**src/logic/loader_consts.svh**
```systemverilog
// Sizing constants for the firmware loader path
// LDR_IMEM_ADDR_W is a byte address, so the memory holds 2**(W-2) words
// LDR_FRAME_BYTES must be a multiple of 4 so that frames end on word boundaries
`ifndef LOADER_CONSTS_SVH
`define LOADER_CONSTS_SVH

// Data bytes in one frame, checksum excluded
`define LDR_FRAME_BYTES 128

// Word that stops further memory writes for the rest of a load
`define LDR_STOP_WORD 32'h1A1A1A1A

// Receive FIFO depth as a power of two
`define LDR_FIFO_DEPTH_LOG2 4

// Byte address width of the instruction memory, 256 words
`define LDR_IMEM_ADDR_W 10

`endif

```
**src/logic/byte_fifo.sv**
```systemverilog
// Show-ahead byte FIFO for received host bytes
// A push into a full FIFO is dropped; a pop from an empty FIFO is ignored
// Flush empties the FIFO and wins over a push in the same cycle
`timescale 1ns/1ps
`default_nettype none

`include "loader_consts.svh"

module byte_fifo #(
    parameter int DEPTH_LOG2 = `LDR_FIFO_DEPTH_LOG2
) (
    input  wire logic       clk,
    input  wire logic       i_rst,
    input  wire logic       i_push,
    input  wire logic [7:0] i_push_byte,
    input  wire logic       i_pop,
    input  wire logic       i_flush,
    output logic      [7:0] o_head,
    output logic            o_empty,
    output logic            o_full
);

    localparam int DEPTH = 2 ** DEPTH_LOG2;

    logic [7:0]            mem [DEPTH];
    logic [DEPTH_LOG2-1:0] wr_ptr;
    logic [DEPTH_LOG2-1:0] rd_ptr;
    logic [DEPTH_LOG2:0]   count;
    logic                  push_ok;
    logic                  pop_ok;

    assign o_empty = (count == '0);
    assign o_full  = (count == (DEPTH_LOG2 + 1)'(DEPTH));
    assign push_ok = i_push && !o_full;
    assign pop_ok  = i_pop && !o_empty;

    // Head byte is valid whenever the FIFO is not empty
    assign o_head = mem[rd_ptr];

    always_ff @(posedge clk) begin
        if (i_rst || i_flush) begin
            wr_ptr <= '0;
            rd_ptr <= '0;
            count  <= '0;
        end else begin
            if (push_ok) begin
                wr_ptr <= wr_ptr + 1'b1;
            end
            if (pop_ok) begin
                rd_ptr <= rd_ptr + 1'b1;
            end
            case ({push_ok, pop_ok})
                2'b10:   count <= count + 1'b1;
                2'b01:   count <= count - 1'b1;
                default: count <= count;
            endcase
        end
    end

    always_ff @(posedge clk) begin
        if (push_ok && !i_flush) begin
            mem[wr_ptr] <= i_push_byte;
        end
    end

endmodule

`default_nettype wire

```
**config.mk**
```make
export PLATFORM = sky130hd
export DESIGN_NAME = byte_fifo
export DESIGN_NICKNAME = d
export VERILOG_FILES = /design/src/logic/byte_fifo.sv
export VERILOG_INCLUDE_DIRS = /design/src /design/src/logic
export SDC_FILE = /design/constraint.sdc
export NUM_CORES = 1
export LEC_CHECK = 0
export ABC_AREA = 1
export BUFFER_PORTS_ARGS = -buffer_cell sky130_fd_sc_hd__buf_2
export CORE_MARGIN = 5
export CORE_UTILIZATION = 37
export DETAILED_ROUTE_END_ITERATION = 8
export MAX_ROUTING_LAYER = met4
export PLACE_DENSITY = 0.5
export SYNTH_ARGS = -nofsm -noshare
export SYNTH_HDL_FRONTEND = slang
export SYNTH_SLANG_ARGS = --single-unit
```
**constraint.sdc**
```tcl
create_clock -name clk -period 2.2 [get_ports clk]
set_input_delay 0.55 -clock clk [delete_from_list [all_inputs] [get_ports clk]]
set_output_delay 0.55 -clock clk [all_outputs]
set_load 0.01 [all_outputs]
```
==> results by group <==
CTS
  • CTS buffer count: 17
  • Clock Latency Late Sink: 0.42 ns
  • Deepest clock path buffer count: 2
  • Hold-fix buffers, CTS: 0
  • Htree depth: 4
  • Clk sinks: 145
  • Root Buffer: clkbuf_16
  • CTS tree: done
  • Clock transition at path regs: 0.06 ns

Yosys
  • Synth Register Bits: 145
  • Post-Syn Area: 6510 um^2
  • Adder-Cell Fraction of Synth Area: 0.0204
  • Syn Nets: 686
  • Main synth FF type: edfxtp_1
  • Avg Cell Area, Syn: 9.82 um^2
  • Compound-Gate Fraction of Synth Area: 0.00923
  • Area share of and/or/nand/nor cells after synthesis: 0.226
  • Syn. warnings: 0
  • Main combinational cell family by area after synthesis: simple AND/OR/NAND/NOR gates
  • Post-synth top cells: nand2_1, edfxtp_1, inv_1, nand3_1, nor2_1
  • Synth Area in XOR/XNOR: 0.00404
  • Top-count cell post-synth: nand2_1
  • Distinct cell type count after synthesis: 23
  • Seq/Total Area, Yosys: 0.643
  • Largest area contributor in the netlist: edfxtp_1
  • Synth top area share: 0.591
  • Synth area leaders: edfxtp_1, nand2_1, nand3_1, inv_1, dfxtp_1
  • Synth Instances: 663
  • Asr flop ratio synth: 0
  • Mux contribution to synthesized area: 0
  • Post-synth EDFFs: 128

Worst setup path
  • Crit-path cells: buf_12 > clkbuf_16 > nand2_2 > nand3_2 > nand3_1 > nand3_1 > nand2_1 > buf_2
  • Worst Setup End Kind: output port
  • Startpoint Class: flip-flop
  • CP Class: reg -> out
  • Worst r2r path cells: 14
  • CP required: 1.65 ns
  • Worst-path fanout max: 5
  • Slowest-stage cell, CP: dfxtp_4
  • Critical Path AT: 1.69 ns
  • Max incr delay on CP: 0.40 ns
  • Most Frequent Cell on Critical Path: nand3_1

Place
  • # port buffers: 22
  • DP Wirelength: 9420 um
  • Placer Congestion: 0.843
  • Placed cells: 911

Cells and area
  • Syn-to-layout area delta: 22.4%
  • Final nets: 738
  • Diode count: 0
  • Layout cell share with drive strength beyond 1: 0.191
  • Non-filler instance count after layout: 953

Timing
  • Setup TNS: -0.201 ns
  • Min Tclk post-route: 2.24 ns
  • Fin crit share: 1.02
  • # setup viols final: 7
  • Final worst slack: -0.0404 ns
  • Worst slew margin: 0.734
  • Setup Skew: 0.0132 ns
  • Max Fclk: 0.446 GHz
  • Least-Margin Pin Slew: 0.399 ns
  • Max Transition Viols Final: 0
  • RSZ-0062 raised after global routing: yes
  • Final hold violations: 0

Routing
  • Drt total wl: 15,400 um
  • Pre-antenna DRT Iters: 4
  • Detailed Route Iter0 Violations: 211
  • Routed WL per cell: 16.1 um
  • Vias/cell: 4.68
  • # DRC: 0
  • Final ANT Viol Nets: 0
  • Vias: 4,464

Die
  • Die Span X: 143 um
  • IO Pins: 23
  • Row cnt: 48
  • Core area: 17,300 um^2
  • Die area: 20,300 um^2
  • Die Y: 143 um
  • Initial Util: 0.376

Pwr
  • Power Internal: 5000 uW
  • Pwr Density: 828 nW/um^2
  • Seq pwr share: 0.465
  • Lkg Pwr: 0.00345 uW
  • Clock power frac: 0.413
  • Switching power: 1590 uW
  • Switching Fraction: 0.241
  • Gate power share: 0.122
  • Peak VDD IR: 549 uV

GRT
  • Vias in the first global route: 4,315
  • Global route overflow: 0
  • Initial antenna violation count: 0
  • Largest net degree at the start of global routing: 25
  • Tot GR Track Use: 0.162
  • First-pass GRT wire length: 23,900 um

Min path
  • Worst Hold Class: in -> reg
  • Hold Path Depth: 4

Run status
  • Outcome: complete, but fails checks
  • Violated checks: setup timing

Job
  • Max cap viols: 0
cell usage in the layout (no fill, tap or decap), types with 4 or more instances in the layout:
cell / instances
a21oi_1: 6
buf_12: 5
buf_16: 4
buf_2: 20
buf_4: 22
buf_6: 4
clkbuf_16: 22
clkinv_2: 7
dfxtp_1: 14
edfxtp_1: 128
ha_1: 8
inv_1: 118
inv_4: 4
nand2_1: 187
nand2_2: 7
nand3_1: 79
nand3_2: 31
nor2_1: 37
o21ai_0: 6
repair_timing:
item,CTS,global route
gates resized for setup,35,20
buffers inserted,3,1
endpoints found under the setup margin,8,10
gates cloned,4,2
pin swaps,4,6
power by group through the flow:
stage / Clock [uW] / Combinational (uW) / Sequential [uW]
3_5_place_dp: 0 / 670 / 3120
2_1_floorplan: 0 / 452 / 3110
5_1_grt: 2920 / 886 / 3070
6_report: 2730 / 802 / 3060
3_3_place_gp: 0 / 666 / 3110
4_1_cts: 2770 / 752 / 3060
layer usage:
metal,up-vias,GRT usage,share of wire
li1,2229,-,-
met1,2116,0.205,0.46
met2,96,0.259,0.48
met3,23,0.0375,0.041
met4,0,0.0540,0.018
met5,-,-,0
flip-flops by register name (all words and copies together) (netlist names), named ones only:
register	cells
count	5
mem	128
rd_ptr	4
wr_ptr	4
per-stage QoR:
stage | setup WS (ns) | power (uW) | instance area (um^2) | hold slack, ns | utilization
after floorplan | 0.290 | 3560 | 6510 | 0.466 | -
after global placement | 0.0843 | 3780 | 6970 | 0.490 | 0.403
after detailed placement | 0.0556 | 3790 | 6970 | 0.495 | 0.403
after CTS | -0.0924 | 6590 | 7820 | 0.416 | 0.452
after global routing | -0.139 | 6870 | 7960 | 0.448 | 0.460
final | -0.0404 | 6590 | 7960 | 0.438 | 0.460
critical path, delay by kind of cell (launching register included):
family	cells	cell delay, ns
buf+inv	3	0.46
flops	1	0.40
simple gates	5	0.42
logic make-up after synthesis:
logic type / after synthesis
AOI/OAI and AO/OA: 12
xor gates and xnor gates: 3
adders and majority gates: 10
buffers and inverters: 147
DFF: 145
and+or+nand+nor: 346
area by class of cell:
cell class	count	area [um^2]
clock buffers	23	522
well taps	225	282
clock inverters	9	47.5
flip-flops and latches	145	4190
fillers	1615	9330
multi-input cells	371	1870
repair buffers	57	571
inverters	123	478
final timing paths:
path,from,to,slack [ns]
worst min-delay path,i_rst,wr_ptr[3],0.44
worst max register to register,count[0],count[4],0.24
worst min register to register,count[0],count[0],0.53
worst max-delay path,flip-flop,o_head[6],-0.04
(Power assumes the default switching activity.)
