**src/logic/loader_consts.svh**
```systemverilog
// Sizing constants for the firmware loader path
// LDR_IMEM_ADDR_W is a byte address, so the memory holds 2**(W-2) words
// LDR_FRAME_BYTES must be a multiple of 4 so that frames end on word boundaries
`ifndef LOADER_CONSTS_SVH
`define LOADER_CONSTS_SVH

// Data bytes in one frame, checksum excluded
`define LDR_FRAME_BYTES 128

// Word that stops further memory writes for the rest of a load
`define LDR_STOP_WORD 32'h1A1A1A1A

// Receive FIFO depth as a power of two
`define LDR_FIFO_DEPTH_LOG2 4

// Byte address width of the instruction memory, 256 words
`define LDR_IMEM_ADDR_W 10

`endif

```
**src/logic/xmodem_pkg.sv**
```systemverilog
// Protocol-side types of the loader
// Control byte values follow XMODEM checksum mode only
`default_nettype none

package xmodem_pkg;

    // Bytes with a fixed meaning on the link
    typedef enum logic [7:0] {
        SOH = 8'h01,
        EOT = 8'h04,
        ACK = 8'h06,
        NAK = 8'h15
    } ctrl_byte_e;

    // Loader FSM states
    typedef enum logic [2:0] {
        IDLE,
        WAIT_SOH,
        BLOCK_NUM,
        BLOCK_INV,
        DATA
    } ldr_state_e;

    // One-cycle reply strobe towards the host
    typedef struct packed {
        logic       valid;
        ctrl_byte_e code;
    } reply_t;

endpackage

`default_nettype wire

```
**src/logic/imem_pkg.sv**
```systemverilog
// Memory-side types of the loader
// Write address is a byte address, the low two bits are ignored by the memory
`default_nettype none

`include "loader_consts.svh"

package imem_pkg;

    typedef logic [31:0] instr_word_t;

    // Single-cycle word write request
    typedef struct packed {
        logic                         en;
        logic [`LDR_IMEM_ADDR_W-1:0] addr;
        instr_word_t                  data;
    } imem_wr_t;

endpackage

`default_nettype wire

```
**src/logic/xmodem_loader.sv**
```systemverilog
// XMODEM checksum-mode loader into the instruction memory
// Block numbers are not checked against the expected sequence
// A bad checksum rewinds the write address to the start of that frame
// A bad inverted block number aborts to IDLE until the next i_start
`timescale 1ns/1ps
`default_nettype none

`include "loader_consts.svh"

module xmodem_loader (
    input  wire logic             clk,
    input  wire logic             i_rst,
    input  wire logic             i_start,
    input  wire logic             i_rx_empty,
    input  wire logic [7:0]       i_rx_byte,
    output logic                  o_rx_pop,
    output logic                  o_rx_flush,
    output imem_pkg::imem_wr_t    o_imem_wr,
    output xmodem_pkg::reply_t    o_reply,
    output logic                  o_done
);

    localparam int CNT_W = $clog2(`LDR_FRAME_BYTES) + 1;

    xmodem_pkg::ldr_state_e       state_q;
    xmodem_pkg::ldr_state_e       state_d;
    logic [CNT_W-1:0]             cnt_q;
    logic [CNT_W-1:0]             cnt_d;
    logic [7:0]                   cksum_q;
    logic [7:0]                   cksum_d;
    logic [7:0]                   blk_q;
    logic [7:0]                   blk_d;
    imem_pkg::instr_word_t        word_q;
    imem_pkg::instr_word_t        word_d;
    logic [`LDR_IMEM_ADDR_W-1:0] addr_q;
    logic [`LDR_IMEM_ADDR_W-1:0] addr_d;
    logic [`LDR_IMEM_ADDR_W-1:0] frame_addr_q;
    logic [`LDR_IMEM_ADDR_W-1:0] frame_addr_d;
    logic                         inhibit_q;
    logic                         inhibit_d;

    // Registered outputs
    logic                         wr_en_q;
    logic                         wr_en_d;
    logic [`LDR_IMEM_ADDR_W-1:0] wr_addr_q;
    logic [`LDR_IMEM_ADDR_W-1:0] wr_addr_d;
    imem_pkg::instr_word_t        wr_data_q;
    imem_pkg::instr_word_t        wr_data_d;
    logic                         reply_valid_q;
    logic                         reply_valid_d;
    xmodem_pkg::ctrl_byte_e       reply_code_q;
    xmodem_pkg::ctrl_byte_e       reply_code_d;
    logic                         done_q;
    logic                         done_d;

    // Consume one byte per cycle while active
    assign o_rx_pop   = (state_q != xmodem_pkg::IDLE) && !i_rx_empty;
    assign o_rx_flush = (state_q == xmodem_pkg::IDLE) && i_start;

    assign o_imem_wr.en    = wr_en_q;
    assign o_imem_wr.addr  = wr_addr_q;
    assign o_imem_wr.data  = wr_data_q;
    assign o_reply.valid   = reply_valid_q;
    assign o_reply.code    = reply_code_q;
    assign o_done          = done_q;

    always_comb begin
        state_d       = state_q;
        cnt_d         = cnt_q;
        cksum_d       = cksum_q;
        blk_d         = blk_q;
        word_d        = word_q;
        addr_d        = addr_q;
        frame_addr_d  = frame_addr_q;
        inhibit_d     = inhibit_q;
        wr_en_d       = 1'b0;
        wr_addr_d     = wr_addr_q;
        wr_data_d     = wr_data_q;
        reply_valid_d = 1'b0;
        reply_code_d  = reply_code_q;
        done_d        = 1'b0;

        case (state_q)
            xmodem_pkg::IDLE: begin
                // Arm a new load from address 0
                if (i_start) begin
                    state_d      = xmodem_pkg::WAIT_SOH;
                    inhibit_d    = 1'b0;
                    addr_d       = '0;
                    frame_addr_d = '0;
                end
            end

            xmodem_pkg::WAIT_SOH: begin
                if (o_rx_pop) begin
                    if (i_rx_byte == xmodem_pkg::SOH) begin
                        state_d = xmodem_pkg::BLOCK_NUM;
                    end else if (i_rx_byte == xmodem_pkg::EOT) begin
                        state_d       = xmodem_pkg::IDLE;
                        reply_valid_d = 1'b1;
                        reply_code_d  = xmodem_pkg::ACK;
                        done_d        = 1'b1;
                        addr_d        = '0;
                        frame_addr_d  = '0;
                    end
                    // Anything else is noise between frames
                end
            end

            xmodem_pkg::BLOCK_NUM: begin
                if (o_rx_pop) begin
                    blk_d   = i_rx_byte;
                    state_d = xmodem_pkg::BLOCK_INV;
                end
            end

            xmodem_pkg::BLOCK_INV: begin
                if (o_rx_pop) begin
                    if (i_rx_byte == ~blk_q) begin
                        state_d = xmodem_pkg::DATA;
                        cnt_d   = '0;
                        cksum_d = '0;
                    end else begin
                        state_d       = xmodem_pkg::IDLE;
                        reply_valid_d = 1'b1;
                        reply_code_d  = xmodem_pkg::NAK;
                    end
                end
            end

            xmodem_pkg::DATA: begin
                if (o_rx_pop) begin
                    if (cnt_q == CNT_W'(`LDR_FRAME_BYTES)) begin
                        // Checksum byte closes the frame
                        state_d       = xmodem_pkg::WAIT_SOH;
                        reply_valid_d = 1'b1;
                        if (i_rx_byte == cksum_q) begin
                            reply_code_d = xmodem_pkg::ACK;
                            frame_addr_d = addr_q;
                        end else begin
                            reply_code_d = xmodem_pkg::NAK;
                            addr_d       = frame_addr_q;
                        end
                    end else begin
                        word_d  = {i_rx_byte, word_q[31:8]};
                        cksum_d = cksum_q + i_rx_byte;
                        cnt_d   = cnt_q + 1'b1;
                        // Fourth byte completes a little-endian word
                        if (cnt_q[1:0] == 2'b11) begin
                            wr_en_d   = !inhibit_q;
                            wr_addr_d = addr_q;
                            wr_data_d = word_d;
                            addr_d    = addr_q + `LDR_IMEM_ADDR_W'(4);
                            if (word_d == `LDR_STOP_WORD) begin
                                inhibit_d = 1'b1;
                            end
                        end
                    end
                end
            end

            default: begin
                state_d = xmodem_pkg::IDLE;
            end
        endcase
    end

    always_ff @(posedge clk) begin
        if (i_rst) begin
            state_q       <= xmodem_pkg::IDLE;
            cnt_q         <= '0;
            cksum_q       <= '0;
            addr_q        <= '0;
            frame_addr_q  <= '0;
            inhibit_q     <= 1'b0;
            wr_en_q       <= 1'b0;
            reply_valid_q <= 1'b0;
            done_q        <= 1'b0;
        end else begin
            state_q       <= state_d;
            cnt_q         <= cnt_d;
            cksum_q       <= cksum_d;
            addr_q        <= addr_d;
            frame_addr_q  <= frame_addr_d;
            inhibit_q     <= inhibit_d;
            wr_en_q       <= wr_en_d;
            reply_valid_q <= reply_valid_d;
            done_q        <= done_d;
        end
    end

    // Payload registers
    always_ff @(posedge clk) begin
        blk_q        <= blk_d;
        word_q       <= word_d;
        wr_addr_q    <= wr_addr_d;
        wr_data_q    <= wr_data_d;
        reply_code_q <= reply_code_d;
    end

endmodule

`default_nettype wire

```
**config.mk**
```make
export PLATFORM = sky130hd
export DESIGN_NAME = xmodem_loader
export DESIGN_NICKNAME = d
export VERILOG_FILES = /design/src/logic/xmodem_pkg.sv /design/src/logic/imem_pkg.sv /design/src/logic/xmodem_loader.sv
export VERILOG_INCLUDE_DIRS = /design/src /design/src/logic
export SDC_FILE = /design/constraint.sdc
export NUM_CORES = 1
export LEC_CHECK = 0
export BUFFER_PORTS_ARGS = -buffer_cell sky130_fd_sc_hd__buf_4
export CORE_ASPECT_RATIO = 0.8
export CORE_UTILIZATION = 54
export CTS_BUF_LIST = sky130_fd_sc_hd__clkbuf_2
export CTS_CLUSTER_SIZE = 20
export DETAILED_ROUTE_END_ITERATION = 7
export PLACE_DENSITY_LB_ADDON = 0.2
export SYNTH_ARGS = -nofsm -noshare
export SYNTH_HDL_FRONTEND = slang
export SYNTH_SLANG_ARGS = --single-unit
```
**constraint.sdc**
```tcl
create_clock -name clk -period 2.6 [get_ports clk]
set_input_delay 0.13 -clock clk [delete_from_list [all_inputs] [get_ports clk]]
set_output_delay 0.13 -clock clk [all_outputs]
set_load 0.005 [all_outputs]
```
==> results of run 1 <==
layer usage:
layer | global-route usage [%] | share of wire, % | vias to the layer above
li1 | - | - | 1622
met1 | 34.2 | 49 | 1629
met2 | 32.2 | 44 | 141
met3 | 5.36 | 6.2 | 9
met4 | 7.49 | 1.0 | 0
met5 | 0 | 0 | -
worst paths after layout:
path,startpoint,to,slack (ps),cells after the start
hold reg to reg,inhibit_q,wr_en_q,460,1
setup reg to reg,cnt_q[1],reply_code_q[1],210,8
setup / recovery,cnt_q[1],reply_code_q[1],210,8
hold / removal,i_start,inhibit_q,60,5
power by group:
group	total (mW)	internal, mW	switching, mW
Combinational	0.165	0.0647	0.100
Clock	1.14	0.365	0.780
Sequential	2.01	2.00	0.00943
layout make-up:
| type | count | area [µm²] | area share (%) |
|---|---|---|---|
| Sequential cell | 119 | 3150 | 53.8 |
| Clock inverter | 15 | 148 | 2.53 |
| Tap cell | 112 | 140 | 2.40 |
| Multi-Input combinational cell | 240 | 1690 | 29.0 |
| Inverter | 8 | 30.0 | 0.514 |
| Timing Repair Buffer | 77 | 603 | 10.3 |
| Clock buffer | 17 | 85.1 | 1.46 |
per-stage QoR:
stage               utilization (%)  cell area (µm²)  hold slack, ps
floorplan                         -             5000             229
global placement               63.5             5510             370
detailed placement             63.5             5510             371
CTS                            67.4             5840            17.9
global route                   67.4             5840            35.6
finish                         67.4             5840            58.1
state kept, by name, indices dropped and copies added (netlist names):
| register | cells |
|---|---|
| wr_data_q | 32 |
| word_q | 24 |
| addr_q | 10 |
| frame_addr_q | 10 |
| wr_addr_q | 10 |
| blk_q | 8 |
| cksum_q | 8 |
| cnt_q | 8 |
| state_q | 3 |
| reply_code_q | 2 |
| inhibit_q | 1 |
| o_done | 1 |
| reply_valid_q | 1 |
| wr_en_q | 1 |
critical path, stage by stage, from the launching register on:
cell and delay [ps]:
dfxtp_2 380, inv_2 70, ha_4 120, nor4b_4 220, and3_1 680, a21oi_1 150, nand2_1 80, nand2_1 80
nor2_1 330
cell families (layout without fill, tap and decap cells):
kind of cell             Yosys count  after routing  share of synthesized area, %
AO/OA/AOI/OAI                     81             81                          12.1
XOR/XNOR                          16             16                          2.83
adder cells (fa/ha/maj)           11             11                          2.93
buffers and inverters             27            117                          3.09
flip-flops                       119            119                          63.5
multiplexers                       6              6                          1.29
other                              2              5                         0.152
AND/OR/NAND/NOR                  121            121                          14.1
placed cells by master (no fill, tap or decap), types with 3 or more instances in the layout:
| cell | synthesis | routed |
|---|---|---|
| a32o_1 | 3 | 3 |
| clkinv_4 | 0 | 5 |
| dlygate4sd3_1 | 0 | 10 |
| mux2_2 | 3 | 3 |
| o21ai_0 | 10 | 10 |
| xor2_1 | 3 | 3 |
| mux2i_1 | 3 | 3 |
| nand4_1 | 4 | 4 |
| edfxtp_1 | 76 | 76 |
| ha_1 | 10 | 9 |
| a21o_1 | 3 | 3 |
| conb_1 | 2 | 5 |
| nand4b_1 | 3 | 3 |
| inv_1 | 8 | 6 |
| nand2b_1 | 6 | 6 |
| nor4b_1 | 4 | 4 |
| a21oi_1 | 18 | 18 |
| dfxtp_1 | 43 | 41 |
| nor3_1 | 11 | 11 |
| a22o_1 | 18 | 18 |
| clkbuf_2 | 0 | 17 |
| clkinvlp_4 | 0 | 4 |
| nor3b_1 | 7 | 6 |
| nor4_1 | 5 | 5 |
| nand2_1 | 18 | 18 |
| a211oi_1 | 5 | 5 |
| xnor2_1 | 13 | 13 |
| and3_1 | 10 | 10 |
| nor2_1 | 28 | 27 |
| buf_4 | 9 | 67 |
| a41oi_1 | 3 | 3 |
| nand3_1 | 11 | 11 |
==> results.toml, run 1 <==
[timing]
tightest_slew_ps = 728
min_period_ps = 2390
finClkSkew_ps = 45.8
drv_slew = 0
finalCritPeriodShare_pct = 92.0
setup_ws_ps = 208
final_hold_viol_count = 0
tns_ps = 0
max_freq_mhz = 418
setup_viol = 0
rsz0062_at_grt = "no"
slew-limit-headroom_pct = 51.5

[worst_hold_path]
hold_path.class = "in -> reg"

[route]
vias_per_cell = 5.78
vias = 3401
remaining_drc_errors = 0
wl_um = 10100
drt-pass1-iter-count = 4
wl_per_cell_um = 17.1
first_iter_violations = 290
postRouteAntennaNets = 0

[run]
max_cap_viol_count = 0

[clock_network]
htreeDepth = 4
holdBufCountCts = 10
numCtsBuffers = 17
cts_sinks = 119
insertion_delay_ps = 660
cts_root_buffer = "clkbuf_2"
clockBufferDepth = 2
cts.clk_slew.worst_paths_ps = 200
postCtsSetupBuffers = 0
post_cts_resized = 0
cts_tree = "built"

[synthesis]
synth_async_sr_flop_share_pct = 0
ys_warn_count = 0
synth_area_um2 = 4950
synthCells = 383
yosysMostFrequentCell = "edfxtp_1"
post_synth.cell_area_avg_um2 = 12.9
synthTopCellsByArea = "edfxtp_1 46%, dfxtp_1 17%, a22o_1 3.2%"
synth_commonest_cells = "76 x edfxtp_1, 43 x dfxtp_1, 28 x nor2_1"
yosysTopAreaCell = "edfxtp_1"
synth_edf_count = 76
netlist.area_leader.share_pct = 46.1
synthFlopType = "edfxtp_1"
yosys_register_bits = 119
yosysSeqAreaShare_pct = 63.5
ys_types = 63

[critical_path]
criticalPathCategory = "reg -> reg"
cp.required_ps = 2940
cp_max_fo = 17
start_kind = "flop"
crit_arrival_ps = 2730
critPathCaptureType = "flop"

[place]
numPlacedInstances = 546
finalWeightedCongestion = 0.834
dp_slack_ps = 294
io_buffers = 61
hpwl_um = 6780

[grt]
grt_antenna_before_repair = 0
groute.usage.overall_pct = 22.7
grt_pass1_vias = 3023
grt_start_max_net_pins = 45
grt-ovfl-total = 0
grt_pass1_wl_um = 15900

[power]
power_mw = 3.31
leakage_nw = 2.18
power_density_nw_per_um2 = 567
ir_worst_vdd_mv = 0.324

[cells_and_area]
stdcell_count = 588
syn_to_final_growth_pct = 18.1
fill_cells = 652
drive_above_1_share_pct = 25.0
final_nets = 486
n_antenna_cell = 0

[die]
die_y_um = 87.6
io_pins = 67
fp-row-count = 30
core_um2 = 8670
dieArea_um2 = 9550
dieWidth_um = 109
start_util_pct = 57.1

[status]
outcome = "complete, no violations"
No activity file was read; power rests on OpenSTA's default activity.
==> run 2, diff against run 1 <==
--- a/config.mk
+++ b/config.mk
@@ -13,6 +13,7 @@
 export CTS_CLUSTER_SIZE = 20
 export DETAILED_ROUTE_END_ITERATION = 7
 export PLACE_DENSITY_LB_ADDON = 0.2
+export REMOVE_ABC_BUFFERS = 1
 export SYNTH_ARGS = -nofsm -noshare
 export SYNTH_HDL_FRONTEND = slang
 export SYNTH_SLANG_ARGS = --single-unit
==> results.toml, run 2 (synthesized netlist as in run 1, its figures left out) <==
[status]
outcome = "complete, no violations"

[clock_network]
clockBufferDepth = 2
postCtsSetupBuffers = 0
post_cts_resized = 0
cts_tree = "built"
cts_sinks = 119
htreeDepth = 4
insertion_delay_ps = 690
holdBufCountCts = 11
cts.clk_slew.worst_paths_ps = 190
cts_root_buffer = "clkbuf_2"
numCtsBuffers = 17

[worst_hold_path]
hold_path.class = "in -> reg"

[critical_path]
rr_worst_depth = 9
cp.required_ps = 3220
crit_end = "frame_addr_q[6]"
crit_start = "cnt_q[0]"
critPathCaptureType = "flop"
criticalPathCategory = "reg -> reg"
rrSetupSlack_ps = 250
crit_arrival_ps = 2960
start_kind = "flop"
reg2reg_from = "cnt_q[0]"
cp_max_fo = 10
r2r_end = "frame_addr_q[6]"

[cells_and_area]
largest_reg_flops = 32
final_cell_mix = "76 x edfxtp_1, 71 x buf_4, 43 x dfxtp_1, 28 x nor2_1"
largestRegisters = "wr_data_q x32, word_q x24"
seqCellArea_um2 = 3140
fill_cells = 645
n_antenna_cell = 0
syn_to_final_growth_pct = 18.3
multi_input_area_um2 = 1660
drive_above_1_share_pct = 24.1
regMostFlops = "wr_data_q"
finalCoreUtilization_pct = 67.5
layout_commonest_cell = "edfxtp_1"
final_nets = 492

[timing]
finalCritPeriodShare_pct = 90.3
min_period_ps = 2350
final_hold_viol_count = 0
max_freq_mhz = 426
rsz0062_at_grt = "no"
finClkSkew_ps = 37.5
tightest_slew_ps = 561
setup_viol = 0
setup_ws_ps = 253
slew-limit-headroom_pct = 62.6
drv_slew = 0

[route]
wl_per_cell_um = 16.9
vias_per_cell = 5.66
vias = 3364
wl_um = 10000
postRouteAntennaNets = 0
first_iter_violations = 223
drt-pass1-iter-count = 5
remaining_drc_errors = 0

[die]
die_y_um = 87.6
dieWidth_um = 109
start_util_pct = 57.1
core_um2 = 8670
fp-row-count = 30
io_pins = 67
dieArea_um2 = 9550

[power]
p_seq_share_pct = 61.4
swShare_pct = 26.2
p_sw_mw = 0.856
power_density_nw_per_um2 = 558
power_frac_comb_pct = 4.9
p_int_mw = 2.41
ir_worst_vdd_mv = 0.263
p_clk_share_pct = 33.8
leakage_nw = 2.19

[grt]
grt-ovfl-total = 0
groute.usage.overall_pct = 22.9
grt_pass1_wl_um = 16100
grt_start_max_net_pins = 33
grt_pass1_vias = 3145
grt_antenna_before_repair = 0

[place]
dp_slack_ps = 342
hpwl_um = 6870
finalWeightedCongestion = 0.834
io_buffers = 61

[run]
max_cap_viol_count = 0
## run 2: worst max-delay path, cell delays in order (launching register included)
cell and delay, ps:
dfxtp_1 430, inv_1 70, ha_1 200, nor4b_2 170, and3_1 260, buf_4 200, nand2b_1 170, nand2_1 100
a21oi_2 460, a22o_1 240
## run 2: stage by stage
| stage | hold WS (ps) | cells | instance area [µm²] | TNS (ps) | total power [mW] |
|---|---|---|---|---|---|
| finish | 241 | 594 | 5850 | 0 | 3.27 |
| global route | 188 | 594 | 5850 | 0 | 3.38 |
| CTS | 191 | 594 | 5850 | 0 | 3.29 |
| detailed placement | 374 | 551 | 5530 | 0 | 2.19 |
| global placement | 369 | 551 | 5530 | 0 | 2.19 |
| floorplan | 198 | 367 | 4840 | -9800 | 2.12 |
## run 2: metal layers
metal | global-route usage, % | wire, µm | part of all wire [%]
met1 | 31.8 | 4610 | 46
met2 | 34.8 | 4640 | 46
met3 | 6.18 | 639 | 6.4
met4 | 8.48 | 155 | 1.5
met5 | 0 | 0 | 0
## run 2: worst min path at each step
stage,cells after the start,endpoint,start,slack (ps)
finish,2,word_q[30],i_rx_byte[6],240
global route,2,word_q[30],i_rx_byte[6],190
detailed placement,1,wr_data_q[30],i_rx_byte[6],370
CTS,2,word_q[30],i_rx_byte[6],190
floorplan,1,cnt_q[2],i_rst,200
global placement,1,wr_data_q[30],i_rx_byte[6],370
## run 2: power groups by stage
stage | Combinational [mW] | Clock [mW] | Sequential [mW]
after floorplan | 0.0790 | 0 | 2.04
after CTS | 0.158 | 1.13 | 2.00
final | 0.160 | 1.10 | 2.00
after detailed placement | 0.145 | 0 | 2.05
after global routing | 0.176 | 1.19 | 2.01
after global placement | 0.143 | 0 | 2.04
## run 2: layout make-up
class                   instances  area share [%]
multi-input cells             240            28.4
inverters                       8           0.513
repair buffers                 83            11.3
well taps                     112            2.39
flip-flops and latches        119            53.7
clock buffers                  18            1.54
clock inverters                14            2.14
